--- config.mk ---
export PLATFORM = sky130hd
export DESIGN_NAME = array_control
export DESIGN_NICKNAME = d
export VERILOG_FILES = /design/src/logic/systolic_pkg.sv /design/src/logic/array_control.sv
export SDC_FILE = /design/constraint.sdc
export NUM_CORES = 1
export LEC_CHECK = 0
export CORE_AREA = 3 3 63 65
export DETAILED_ROUTE_END_ITERATION = 8
export DIE_AREA = 0 0 66 68
export DONT_BUFFER_PORTS = 1
export SETUP_SLACK_MARGIN = 0.4
export SLEW_MARGIN = 20
export SYNTH_ARGS = -nofsm -noshare
export SYNTH_HDL_FRONTEND = slang
export SYNTH_SLANG_ARGS = --single-unit
--- constraint.sdc ---
create_clock -name clk -period 1.9 [get_ports clk]
set_clock_uncertainty 0.1 [all_clocks]
set_input_delay 0.285 -clock clk [delete_from_list [all_inputs] [get_ports clk]]
set_output_delay 0.285 -clock clk [all_outputs]
set_load 0.02 [all_outputs]
--- src/logic/systolic_pkg.sv ---
package systolic_pkg;

    // Array geometry and element width
    localparam int ARRAY_DIM  = 4;
    localparam int DATA_W     = 16;
    localparam int ROW_W      = ARRAY_DIM * DATA_W;
    localparam int ROW_IDX_W  = $clog2(ARRAY_DIM);

    // Start cycle, clear cycle, skew fill and drain of the grid
    localparam int RUN_CYCLES = 3 * ARRAY_DIM;

    typedef logic [DATA_W-1:0] elem_t;

    // Lane 0 sits in the low bits
    typedef elem_t [ARRAY_DIM-1:0] row_t;

    typedef enum logic [1:0] {
        LOAD_WEIGHT,
        LOAD_INPUT,
        LOAD_PARTIAL
    } load_kind_t;

    // One memory-side write of a full row
    typedef struct packed {
        logic                 load;
        load_kind_t           kind;
        logic [ROW_IDX_W-1:0] row;
        row_t                 data;
    } mem_load_t;

    // Strobes from the control unit into the datapath
    typedef struct packed {
        logic [ARRAY_DIM-1:0] input_shift;
        logic [ARRAY_DIM-1:0] ps_shift;
        logic                 mac_clear;
        logic                 mac_enable;
        logic [ROW_IDX_W-1:0] result_col;
        logic                 result_write;
    } run_ctrl_t;

endpackage
--- src/logic/array_control.sv ---
`timescale 1ns/1ps

module array_control (
    input  logic                               clk,
    input  logic                               nRST,
    input  systolic_pkg::mem_load_t            mem_load,
    input  logic                               start,
    output logic [systolic_pkg::ARRAY_DIM-1:0] weight_load,
    output logic [systolic_pkg::ARRAY_DIM-1:0] input_load,
    output logic [systolic_pkg::ARRAY_DIM-1:0] ps_load,
    output systolic_pkg::row_t                 load_data,
    output systolic_pkg::run_ctrl_t            ctrl,
    output logic                               busy,
    output logic                               done
);
    // Counts busy cycles, 0 is the clear cycle
    logic [$clog2(systolic_pkg::RUN_CYCLES)-1:0] cnt;
    logic [$clog2(systolic_pkg::RUN_CYCLES)-1:0] out_idx;
    logic                                        load_ok;

    // Matrices are frozen for the whole run
    assign load_ok   = mem_load.load && !busy;
    assign load_data = mem_load.data;

    always_comb begin
        weight_load = '0;
        input_load  = '0;
        ps_load     = '0;
        if (load_ok) begin
            case (mem_load.kind)
                systolic_pkg::LOAD_WEIGHT:  weight_load[mem_load.row] = 1'b1;
                systolic_pkg::LOAD_INPUT:   input_load[mem_load.row]  = 1'b1;
                systolic_pkg::LOAD_PARTIAL: ps_load[mem_load.row]     = 1'b1;
                default: ;
            endcase
        end
    end

    // Start cycle plus busy cycles 0 to RUN_CYCLES-2 puts done at RUN_CYCLES
    always_ff @(posedge clk or negedge nRST) begin
        if (!nRST) begin
            busy <= 1'b0;
            done <= 1'b0;
            cnt  <= '0;
        end else begin
            done <= 1'b0;
            if (!busy) begin
                if (start) begin
                    busy <= 1'b1;
                    cnt  <= '0;
                end
            end else if (int'(cnt) == systolic_pkg::RUN_CYCLES - 2) begin
                busy <= 1'b0;
                done <= 1'b1;
            end else begin
                cnt <= cnt + 1'b1;
            end
        end
    end

    // Column 0 output leaves the grid ARRAY_DIM counts into the run
    assign out_idx = cnt - ($bits(cnt))'(systolic_pkg::ARRAY_DIM);

    always_comb begin
        ctrl = '0;
        if (busy) begin
            for (int i = 0; i < systolic_pkg::ARRAY_DIM; i++) begin
                // Row i enters the grid i cycles after row 0
                ctrl.input_shift[i] = (int'(cnt) > i) &&
                                      (int'(cnt) <= i + systolic_pkg::ARRAY_DIM);
                // Partial for column i follows that column's sum exit
                ctrl.ps_shift[i]    = (int'(cnt) >= i + systolic_pkg::ARRAY_DIM) &&
                                      (int'(cnt) < i + 2 * systolic_pkg::ARRAY_DIM);
            end
            ctrl.mac_clear    = (cnt == '0);
            ctrl.mac_enable   = (cnt != '0);
            ctrl.result_write = (int'(cnt) >= systolic_pkg::ARRAY_DIM) &&
                                (int'(cnt) < 2 * systolic_pkg::ARRAY_DIM);
            ctrl.result_col   = out_idx[systolic_pkg::ROW_IDX_W-1:0];
        end
    end

    a_done_single: assert property (@(posedge clk) disable iff (!nRST)
        done |=> !done);

    // The last partial column drains in the final busy cycle
    a_shift_in_run: assert property (@(posedge clk) disable iff (!nRST)
        done |-> $past(ctrl.ps_shift[systolic_pkg::ARRAY_DIM-1]));

endmodule

======== Yosys cells after proc, flatten, opt, wreduce, memory -nomap -nowiden ========
Cells that the tools add are included.
storage, ports and cells
  register bits ........................... 6
  bits of input ports ..................... 72
  output and inout bits ................... 91
  logic and storage cells ................. 60
cells by class
  add/sub/neg operators ................... 2
  order comparisons ....................... 18
  equal/unequal tests ..................... 4
  multiplexer cells ....................... 17
  reductions and logical operators ........ 16
operator list
  operator               number
  $mux W4                9
  $ge A4 B3 Y1 const B   4
  $le A4 B3 Y1 const B   4
  $lt A4 B4 Y1 const B   4
  $mux W13               1
  $logic_and A1 B1 Y1    10
  $gt A4 B1 Y1 const B   2
  $gt A4 B2 Y1 const B   2
  $mux W1                6
  $add A4 B1 Y4 const B  1
  $eq A4 B4 Y1 const B   1
  $logic_not A4 Y1       1
  $reduce_bool A4 Y1     1
  $lt A2 B3 Y1 const B   1
  $demux W1 S2           1
  $eq A2 B1 Y1 const B   1
  $eq A2 B2 Y1 const B   1
  $ge A2 B1 Y1 const B   1
  $logic_not A2 Y1       1
  $ne A2 B2 Y1 const B   1
  $reduce_and A2 Y1      1
  $reduce_bool A2 Y1     1
  $sub A2 B1 Y2 const B  1
  $logic_not A1 Y1       1

======== Depth between registers and ports, before layout ========
Gate-level depths: netlist (run 1).
  word-level depth ........................ 6
  mapped depth ............................ 5
  depth with buffers taken out ............ 5

======== Worst setup path before layout (run 1) ========
OpenSTA, ideal clock, no wires.
  kind .................................... register to output
  from .................................... register busy
  to ...................................... output port ctrl[12] (netlist bit)
  data arrival time ....................... 1.410 ns
  data required time ...................... 1.515 ns
  slack ................................... 0.105 ns
  stages on the path, launching flop included .. 5
  buffers on the path ..................... 2
  path through ............................ dfrtp_1 buf_4 nand2_1 nor2_1 buf_4
RTL lines
  what                    line                 RTL
  from (decl)             array_control.sv:13  output logic busy,
  from (signal assigned)  array_control.sv:42  busy <= 1'b0;
  from (signal assigned)  array_control.sv:49  busy <= 1'b1;
  from (signal assigned)  array_control.sv:53  busy <= 1'b0;
  to (decl)               array_control.sv:12  output systolic_pkg::run_ctrl_t ctrl,

======== Worst setup path in the final report (run 1) ========
  from .................................... register busy
  to ...................................... output port weight_load[0] (netlist bit)
on the way
  longest elaborated chain between the ends .. 3
ends and longest elaborated chain
  what                 line                 RTL
  $logic_not A1 Y1     --
  $logic_and A1 B1 Y1  array_control.sv:22  assign load_ok = mem_load.load && !busy;
  $mux W4              array_control.sv:29  if (load_ok) begin
  to (decl)            array_control.sv:8   output logic [systolic_pkg::ARRAY_DIM-1:0] weight_load,
No other way between the ends.

==> impl_metrics.json, run 1 <==
{
  "grt_pass1_wl_um": 3712,
  "rsz0062_at_grt": "yes",
  "setup_viol": 0,
  "drt-total-wl_um": 2691,
  "hp-class": "in2reg",
  "cp.required_ns": 1.51,
  "worstMarginPinSlew_ns": 0.3886,
  "p_int_mw": 1.031,
  "final_nets": 172,
  "slowest_delay_ns": 0.49,
  "wl_per_cell_um": 19.09,
  "syn_to_final_growth_pct": 1.635,
  "drt_iter0_markers": 18,
  "clkPwrFrac": 0.054,
  "min_period_ns": 1.863,
  "htreeDepth": 1,
  "slowest_stage": "dfrtp_2",
  "worstSetupPathType": "reg2out",
  "whs_path_depth": 2,
  "synth.distinct_cells": 25,
  "core_area_um2": 3390,
  "p_sw_mw": 1.097,
  "cts_tree": "built",
  "finalPower_mw": 2.128,
  "swShare": 0.5157,
  "cts_buffers": 3,
  "async_reset_ff_frac": 1.000,
  "reg2reg_depth": 7,
  "gr-total-overflow": 0,
  "cap_violations": 0,
  "crit_arrival_ns": 1.48,
  "die_width_um": 66,
  "drtAntennaViolNets": 0,
  "synth_top_flop_cell": "dfrtp_1",
  "endpoint_kind": "output pin",
  "die_h_um": 68,
  "yosysTopAreaCell": "buf_4",
  "p_comb_frac": 0.794,
  "final-hold-violation-count": 0,
  "avgViaCountPerCell": 4.986,
  "io_pins": 163,
  "powerDensity_nw_per_um2": 1955,
  "fin_util": 0.3212,
  "post-route-period-util": 0.9806,
  "finalMaxSlewViolations": 0,
  "pwr-share-seq": 0.152,
  "path_clk_slew_ns": 0.04,
  "grt_usage": 0.1080,
  "synth-edff-count": 0,
  "cts.sinks": 6,
  "route.detailed.drc": 0,
  "slew_headroom": 0.7403,
  "clockBufferDepth": 2,
  "setup_tns_ns": 0,
  "ir_drop_mv": 0.4064,
  "grt_pass1_vias": 762,
  "yosys.cell_count.top_type": "buf_4",
  "synthCells": 141,
  "timing.fmax_mhz": 536.7,
  "crit_chain": "nor3b_4 -> nand2b_4 -> nor3_4",
  "leakagePower_nw": 0.4108,
  "ys_warn_count": 0,
  "start_util": 0.3160,
  "std_cell_rows": 21,
  "dr.pass1.iters": 3,
  "syn-num-nets": 216,
  "dpl.hpwl_um": 1686,
  "cp_max_fo": 5,
  "antenna_cells": 0,
  "synth-seq-cells": 6,
  "via_count": 703,
  "clock-root-buffer": "clkbuf_4",
  "netlist_top_cells_count": "buf_4, nor2_1, nand2_1, dfrtp_1, and2_1",
  "seq_area_frac_synth": 0.1402,
  "portBuffers": 0,
  "die_area_um2": 4488,
  "avgSynthCellArea_um2": 7.596,
  "clock_latency_ns": 0.24,
  "status": "completed",
  "synthTopCellsByArea": "buf_4, dfrtp_1, nor2_1",
  "antenna_found_initial": 0,
  "post_dp_cell_area_um2": 666.9,
  "gp_congestion": 0.8034,
  "drive_gt1_frac": 0.7579,
  "syn_area_um2": 1071,
  "hold_ws_ns": 0.1244,
  "cp-start-kind": "flop",
  "synth.top_cell.area_share": 0.4696,
  "grt_max_degree": 12,
  "fin_area_um2": 1089
}
cell families (layout without fill, tap and decap cells):
group | count (synthesis) | count (layout) | share of synthesized area
compound gates | 11 | 11 | 0.07710
fa+ha+maj | 3 | 3 | 0.03505
flops | 6 | 6 | 0.1402
simple gates | 46 | 46 | 0.2289
xor+xnor | 3 | 3 | 0.02454
buf+inv | 72 | 26 | 0.4942
critical path: cells and delay by family, from the launching register on:
family           cells  cell delay, ns
DFF                  1            0.49
and+or+nand+nor      3            0.75
metal layers:
metal	routed length, µm	track usage
met2	1361	0.1802
met1	742	0.07965
met4	136	0.09391
met3	451	0.08374
met5	0	0
path summary, 6_finish.rpt:
| path | startpoint | end | slack (ns) |
|---|---|---|---|
| max in group asynchronous | nRST | cnt[0] | 1.22 |
| min | start | busy | 0.12 |
| max reg2reg | cnt[1] | cnt[2] | 0.49 |
| max | busy | weight_load[0] | 0.04 |
| min in group asynchronous | nRST | done | 0.25 |
| min reg2reg | cnt[0] | done | 0.55 |
sequential cells by signal, summed over array words and instances, names as in the netlist:
signal	cells
done	1
busy	1
cnt	4
area by class of cell:
cell class / instances / area, µm²
Clock buffer: 3 / 22.52
Timing Repair Buffer: 19 / 171.4
Tap cell: 46 / 57.56
Multi-Input combinational cell: 63 / 660.6
Sequential cell: 6 / 156.4
Inverter: 4 / 20.02
Fill cell: 339 / 2301
power groups by stage:
| stage | clock network, mW | registers (mW) | logic [mW] |
|---|---|---|---|
| 2_1_floorplan | 0 | 0.282 | 1.09 |
| 5_1_grt | 0.133 | 0.331 | 1.81 |
| 3_3_place_gp | 0 | 0.321 | 0.962 |
| 6_report | 0.116 | 0.323 | 1.69 |
| 4_1_cts | 0.122 | 0.315 | 1.36 |
| 3_5_place_dp | 0 | 0.325 | 0.968 |
placed cells by master (no fill, tap or decap), types with 2 or more instances in the layout:
cell,n
o21ai_1,3
nor2_1,3
nand3b_1,2
dfrtp_2,5
nand2b_1,2
nand2_1,4
and2_4,4
ha_4,3
clkbuf_4,3
nor2_4,11
buf_4,11
nand2_2,2
nand2_4,2
nor3_4,3
buf_6,7
nor2_2,4
inv_4,2
nand2b_4,2
repair_timing:
action / in CTS / in global routing
resized for setup: 38 / 34
hold endpoints to repair: 6 / 0
pin swaps: 10 / 19
buffers inserted: 10 / 6
hold buffers: 1 / 0
setup endpoints to repair: 25 / 26
metrics by stage:
stage / std cells / setup WS, ns
2_1_floorplan: 141 / 0.3122
3_3_place_gp: 121 / 0.2531
3_5_place_dp: 121 / 0.2431
4_1_cts: 135 / 0.07514
5_1_grt: 141 / -0.01897
6_report: 141 / 0.03687
No activity file was read; power rests on OpenSTA's default activity.
==> inputs of run 2 (changes only) <==
==> constraint.sdc (replaced) <==
create_clock -name clk -period 1.9 [get_ports clk]
set_clock_uncertainty 0.1 [all_clocks]
set_input_delay 0.19 -clock clk [delete_from_list [all_inputs] [get_ports clk]]
set_output_delay 0.19 -clock clk [all_outputs]
set_load 0.02 [all_outputs]
==> impl_metrics.json, run 2 (synthesis gave the netlist of run 1 again) <==
{
  "status": "completed",
  "layout_common_cells": "buf_4, nor2_4, nor2_1",
  "drive_gt1_frac": 0.7030,
  "ir_drop_mv": 0.3601,
  "setup_viol": 0,
  "drt_iter0_markers": 22,
  "setup_ws_ns": 0.1810,
  "antenna_found_initial": 0,
  "die_h_um": 68,
  "timing.fmax_mhz": 581.7,
  "antenna_cells": 0,
  "grt_max_degree": 8,
  "hp-class": "in2reg",
  "crit_chain": "inv_4 -> ha_2 -> nor2b_4 -> o31ai_2 -> and2_4",
  "die_area_um2": 4488,
  "drt-total-wl_um": 2742,
  "grt_pass1_vias": 793,
  "fin_cells": 147,
  "path_buf_inv": 1,
  "rsz0062_at_grt": "yes",
  "place_ws_ns": 0.3343,
  "portBuffers": 0,
  "htreeDepth": 1,
  "clockBufferDepth": 2,
  "critPathLaunch": "cnt[1]",
  "grt_pass1_wl_um": 3753,
  "start_util": 0.3160,
  "leakagePower_nw": 0.4295,
  "io_pins": 163,
  "reg2reg_to": "cnt[2]",
  "worstMarginPinSlew_ns": 0.3321,
  "cap_violations": 0,
  "cp-endpoint": "ctrl[6]",
  "dpl.hpwl_um": 1769,
  "core_area_um2": 3390,
  "slowest_stage": "dfrtp_2",
  "worstSetupPathType": "reg2out",
  "min_period_ns": 1.719,
  "clock_latency_ns": 0.25,
  "hold_ws_ns": 0.03064,
  "gr-total-overflow": 0,
  "cp.depth": 5,
  "setup_tns_ns": 0,
  "cts_buffers": 3,
  "post-route-period-util": 0.9047,
  "path_clk_slew_ns": 0.05,
  "cts_tree": "built",
  "cp.required_ns": 1.61,
  "finalMaxSlewViolations": 0,
  "endpoint_kind": "output pin",
  "final-hold-violation-count": 0,
  "dr.pass1.iters": 4,
  "via_count": 723,
  "dp.cells": 127,
  "std_cell_rows": 21,
  "slowest_delay_ns": 0.43,
  "wl_per_cell_um": 18.65,
  "syn_to_final_growth_pct": 4.206,
  "avgViaCountPerCell": 4.918,
  "top_regs": "cnt (4), busy (1), done (1)",
  "gp_congestion": 0.7669,
  "crit_arrival_ns": 1.43,
  "route.detailed.drc": 0,
  "clock-root-buffer": "clkbuf_4",
  "powerDensity_nw_per_um2": 1869,
  "fin_area_um2": 1116,
  "die_width_um": 66,
  "layout_commonest_cell": "buf_4",
  "r2r-start": "busy",
  "final_nets": 177,
  "cts.sinks": 6,
  "cp_top_family": "flip-flops",
  "ff2ff_setup_slack_ns": 0.50,
  "cp_max_fo": 3,
  "largest_reg_flops": 4,
  "reg2reg_depth": 5,
  "top_register": "cnt",
  "post_dp_cell_area_um2": 715.7,
  "drtAntennaViolNets": 0,
  "slew_headroom": 0.7786,
  "cp-start-kind": "flop",
  "grt_usage": 0.1103
}
[run 2: cell types whose count changed in the layout (fill, tap and decap cells not counted), sizes merged]
cell,change
buf,+5
clkbuf,+1
[run 2: power breakdown]
part           internal (mW)  switching (mW)  leakage [nW]
logic                  0.798           0.870         0.348
clock network         0.0799          0.0512        0.0150
registers              0.196          0.0915        0.0667
[run 2: worst min-delay path by stage]
| stage | start | end | slack (ns) | depth (start not counted) |
|---|---|---|---|---|
| floorplan | nRST | busy | -0.21 | 0 |
| global placement | nRST | done | -0.21 | 0 |
| detailed placement | nRST | busy | -0.21 | 0 |
| CTS | start | busy | 0.04 | 2 |
| global route | start | busy | 0.04 | 2 |
| finish | start | busy | 0.03 | 2 |
[run 2: final cells by class]
type	instances	area (µm²)
Fill cell	333	2273
Sequential cell	6	156.4
Timing Repair Buffer	24	236.5
Multi-Input combinational cell	63	621.8
Inverter	4	17.52
Tap cell	46	57.56
Clock buffer	4	26.28
[run 2: through the flow]
stage	util	total power, mW
after floorplan	-	1.344
after global placement	0.2111	1.418
after detailed placement	0.2111	1.424
after CTS	0.3079	1.927
after global routing	0.3293	2.226
final	0.3293	2.086
[run 2: routing by layer]
metal	vias to the layer above	wire length, µm	part of all wire	track usage
met5	-	0	0	0
met4	0	172	0.063	0.07868
met3	40	418	0.15	0.07389
met2	62	1427	0.52	0.2090
met1	316	723	0.26	0.07564
li1	305	-	-	-
[run 2: timing repair]
action                                  in CTS  in global routing
hold buffers                                 1                  0
hold endpoints to repair                     6                  0
pin swaps                                   17                 15
gates resized for setup                     47                 17
buffers inserted                            14                  1
endpoints found under the setup margin      23                 25
==> inputs of run 3 (changes only) <==
--- a/config.mk
+++ b/config.mk
@@ -5,6 +5,7 @@
 export SDC_FILE = /design/constraint.sdc
 export NUM_CORES = 1
 export LEC_CHECK = 0
+export ABC_AREA = 1
 export CORE_AREA = 3 3 63 65
 export DETAILED_ROUTE_END_ITERATION = 8
 export DIE_AREA = 0 0 66 68
==> impl_metrics.json, run 3 <==
{
  "min_period_ns": 1.751,
  "synth-edff-count": 0,
  "cts_buffers": 3,
  "yosys.cell_count.top_type": "buf_4",
  "crit_arrival_ns": 1.46,
  "grt_pass1_vias": 831,
  "portBuffers": 0,
  "yosysTopAreaCell": "buf_4",
  "start_util": 0.3359,
  "final_nets": 208,
  "via_count": 793,
  "cp_max_fo": 4,
  "gp_congestion": 0.8206,
  "avgSynthCellArea_um2": 6.943,
  "die_width_um": 66,
  "leakagePower_nw": 0.5025,
  "clockBufferDepth": 2,
  "die_area_um2": 4488,
  "ir_drop_mv": 0.5306,
  "cp-start-kind": "flop",
  "drtAntennaViolNets": 0,
  "regArea_um2": 156.4,
  "gr-total-overflow": 0,
  "clock_latency_ns": 0.25,
  "drive_gt1_frac": 0.6515,
  "synth.top_cell.area_share": 0.4352,
  "htreeDepth": 1,
  "syn_area_um2": 1139,
  "synthTopCellsByArea": "buf_4, dfrtp_1, nor2_1",
  "synthCells": 164,
  "clock-root-buffer": "clkbuf_4",
  "path_clk_slew_ns": 0.05,
  "fin_util": 0.3610,
  "grt_pass1_wl_um": 3933,
  "timing.fmax_mhz": 571.2,
  "syn-num-nets": 239,
  "top_regs": "cnt (4), busy (1), done (1)",
  "antenna_cells": 0,
  "std_cell_rows": 21,
  "largest_reg_flops": 4,
  "worstMarginPinSlew_ns": 0.3214,
  "setup_tns_ns": 0,
  "synth_top_flop_cell": "dfrtp_1",
  "netlist_top_cells_count": "buf_4, nor2_1, nand2_1, inv_1, dfrtp_1",
  "fillCellCount": 342,
  "die_h_um": 68,
  "avgViaCountPerCell": 4.455,
  "synth.distinct_cells": 24,
  "cts.sinks": 6,
  "hp-class": "in2async",
  "ys_warn_count": 0,
  "status": "completed",
  "async_reset_ff_frac": 1.000,
  "endpoint_kind": "output pin",
  "drt_iter0_markers": 9,
  "dpl.hpwl_um": 1643,
  "antenna_found_initial": 0,
  "dr.pass1.iters": 3,
  "setup_viol": 0,
  "multiInputGateArea_um2": 615.6,
  "post-route-period-util": 0.9215,
  "wl_per_cell_um": 15.04,
  "finalMaxSlewViolations": 0,
  "drt-total-wl_um": 2678,
  "powerDensity_nw_per_um2": 1900,
  "core_area_um2": 3390,
  "rsz0062_at_grt": "yes",
  "cts_tree": "built",
  "slew_headroom": 0.7850,
  "cap_violations": 0,
  "route.detailed.drc": 0,
  "seq_area_frac_synth": 0.1319,
  "grt_usage": 0.1159,
  "top_register": "cnt",
  "io_pins": 163,
  "grt_max_degree": 8,
  "worstSetupPathType": "reg2out",
  "layout_common_cells": "buf_4, nor2_4, nand2_1",
  "synth-seq-cells": 6,
  "syn_to_final_growth_pct": 7.472,
  "cp.required_ns": 1.61,
  "final-hold-violation-count": 0,
  "layout_commonest_cell": "buf_4"
}
[run 3: cell count changes after synthesis, sizes merged, moves of 4 or more]
cell,before,now
nor2,18,30
nand3,1,7
nand2b,4,0
inv,4,16
nand2,8,22
and2,5,0
[run 3: kinds of logic (layout without fill, tap and decap cells)]
group	after synthesis	count (layout)	synth area share
flops	6	6	0.1319
compound gates	8	8	0.04505
buf+inv	86	54	0.5242
simple gates	61	61	0.2659
fa+ha+maj	3	3	0.03297
[run 3: routing by layer]
metal,track usage,up-vias,routed length [µm]
met1,0.1051,377,876
met5,0,-,0
met3,0.04598,8,275
met2,0.2153,41,1490
li1,-,367,-
met4,0.07360,0,36
[run 3: report_power, final]
| part | internal [mW] | switching (mW) | total [mW] |
|---|---|---|---|
| combinational | 0.801 | 1.07 | 1.87 |
| clock | 0.0800 | 0.0527 | 0.133 |
| sequential | 0.200 | 0.118 | 0.318 |
[run 3: cell type report]
class / instances / area share
Tap cell: 46 / 0.04703
Clock buffer: 4 / 0.02147
Multi-Input combinational cell: 72 / 0.5031
Inverter: 17 / 0.06237
Timing Repair Buffer: 33 / 0.2382
Sequential cell: 6 / 0.1278
[run 3: repair_timing]
action / in CTS / in global routing
hold buffers: 2 / 0
cloned: 0 / 0
gates resized for setup: 54 / 12
setup buffers: 16 / 8
endpoints found under the hold margin: 7 / 0
pin swaps: 16 / 11
endpoints found under the setup margin: 24 / 26
[run 3: critical path, cell delays in order, from the launching register on]
cell	delay, ns
dfrtp_2	0.46
ha_4	0.18
or2_4	0.24
a211oi_4	0.33
[run 3: metrics by stage]
step	setup slack [ns]	instance area, µm²	std cells	total power [mW]	hold slack [ns]
global route	0.1166	1224	178	2.491	0.1578
floorplan	0.3823	1155	164	1.506	-0.2056
detailed placement	0.3326	748.2	148	1.541	-0.2055
CTS	0.1739	1119	170	2.121	0.1534
finish	0.1492	1224	178	2.325	0.1447
global placement	0.3441	748.2	148	1.542	-0.2055
[run 3: worst paths after layout]
kind	start	to	slack [ns]	depth (start not counted)
max in group asynchronous	nRST	busy	1.31	1
min reg2reg	cnt[0]	cnt[0]	0.57	2
min in group clk	mem_load[0]	load_data[0]	0.28	0
max	cnt[1]	ctrl[8]	0.15	3
min	nRST	cnt[2]	0.14	1
max reg2reg	cnt[0]	cnt[2]	0.49	6
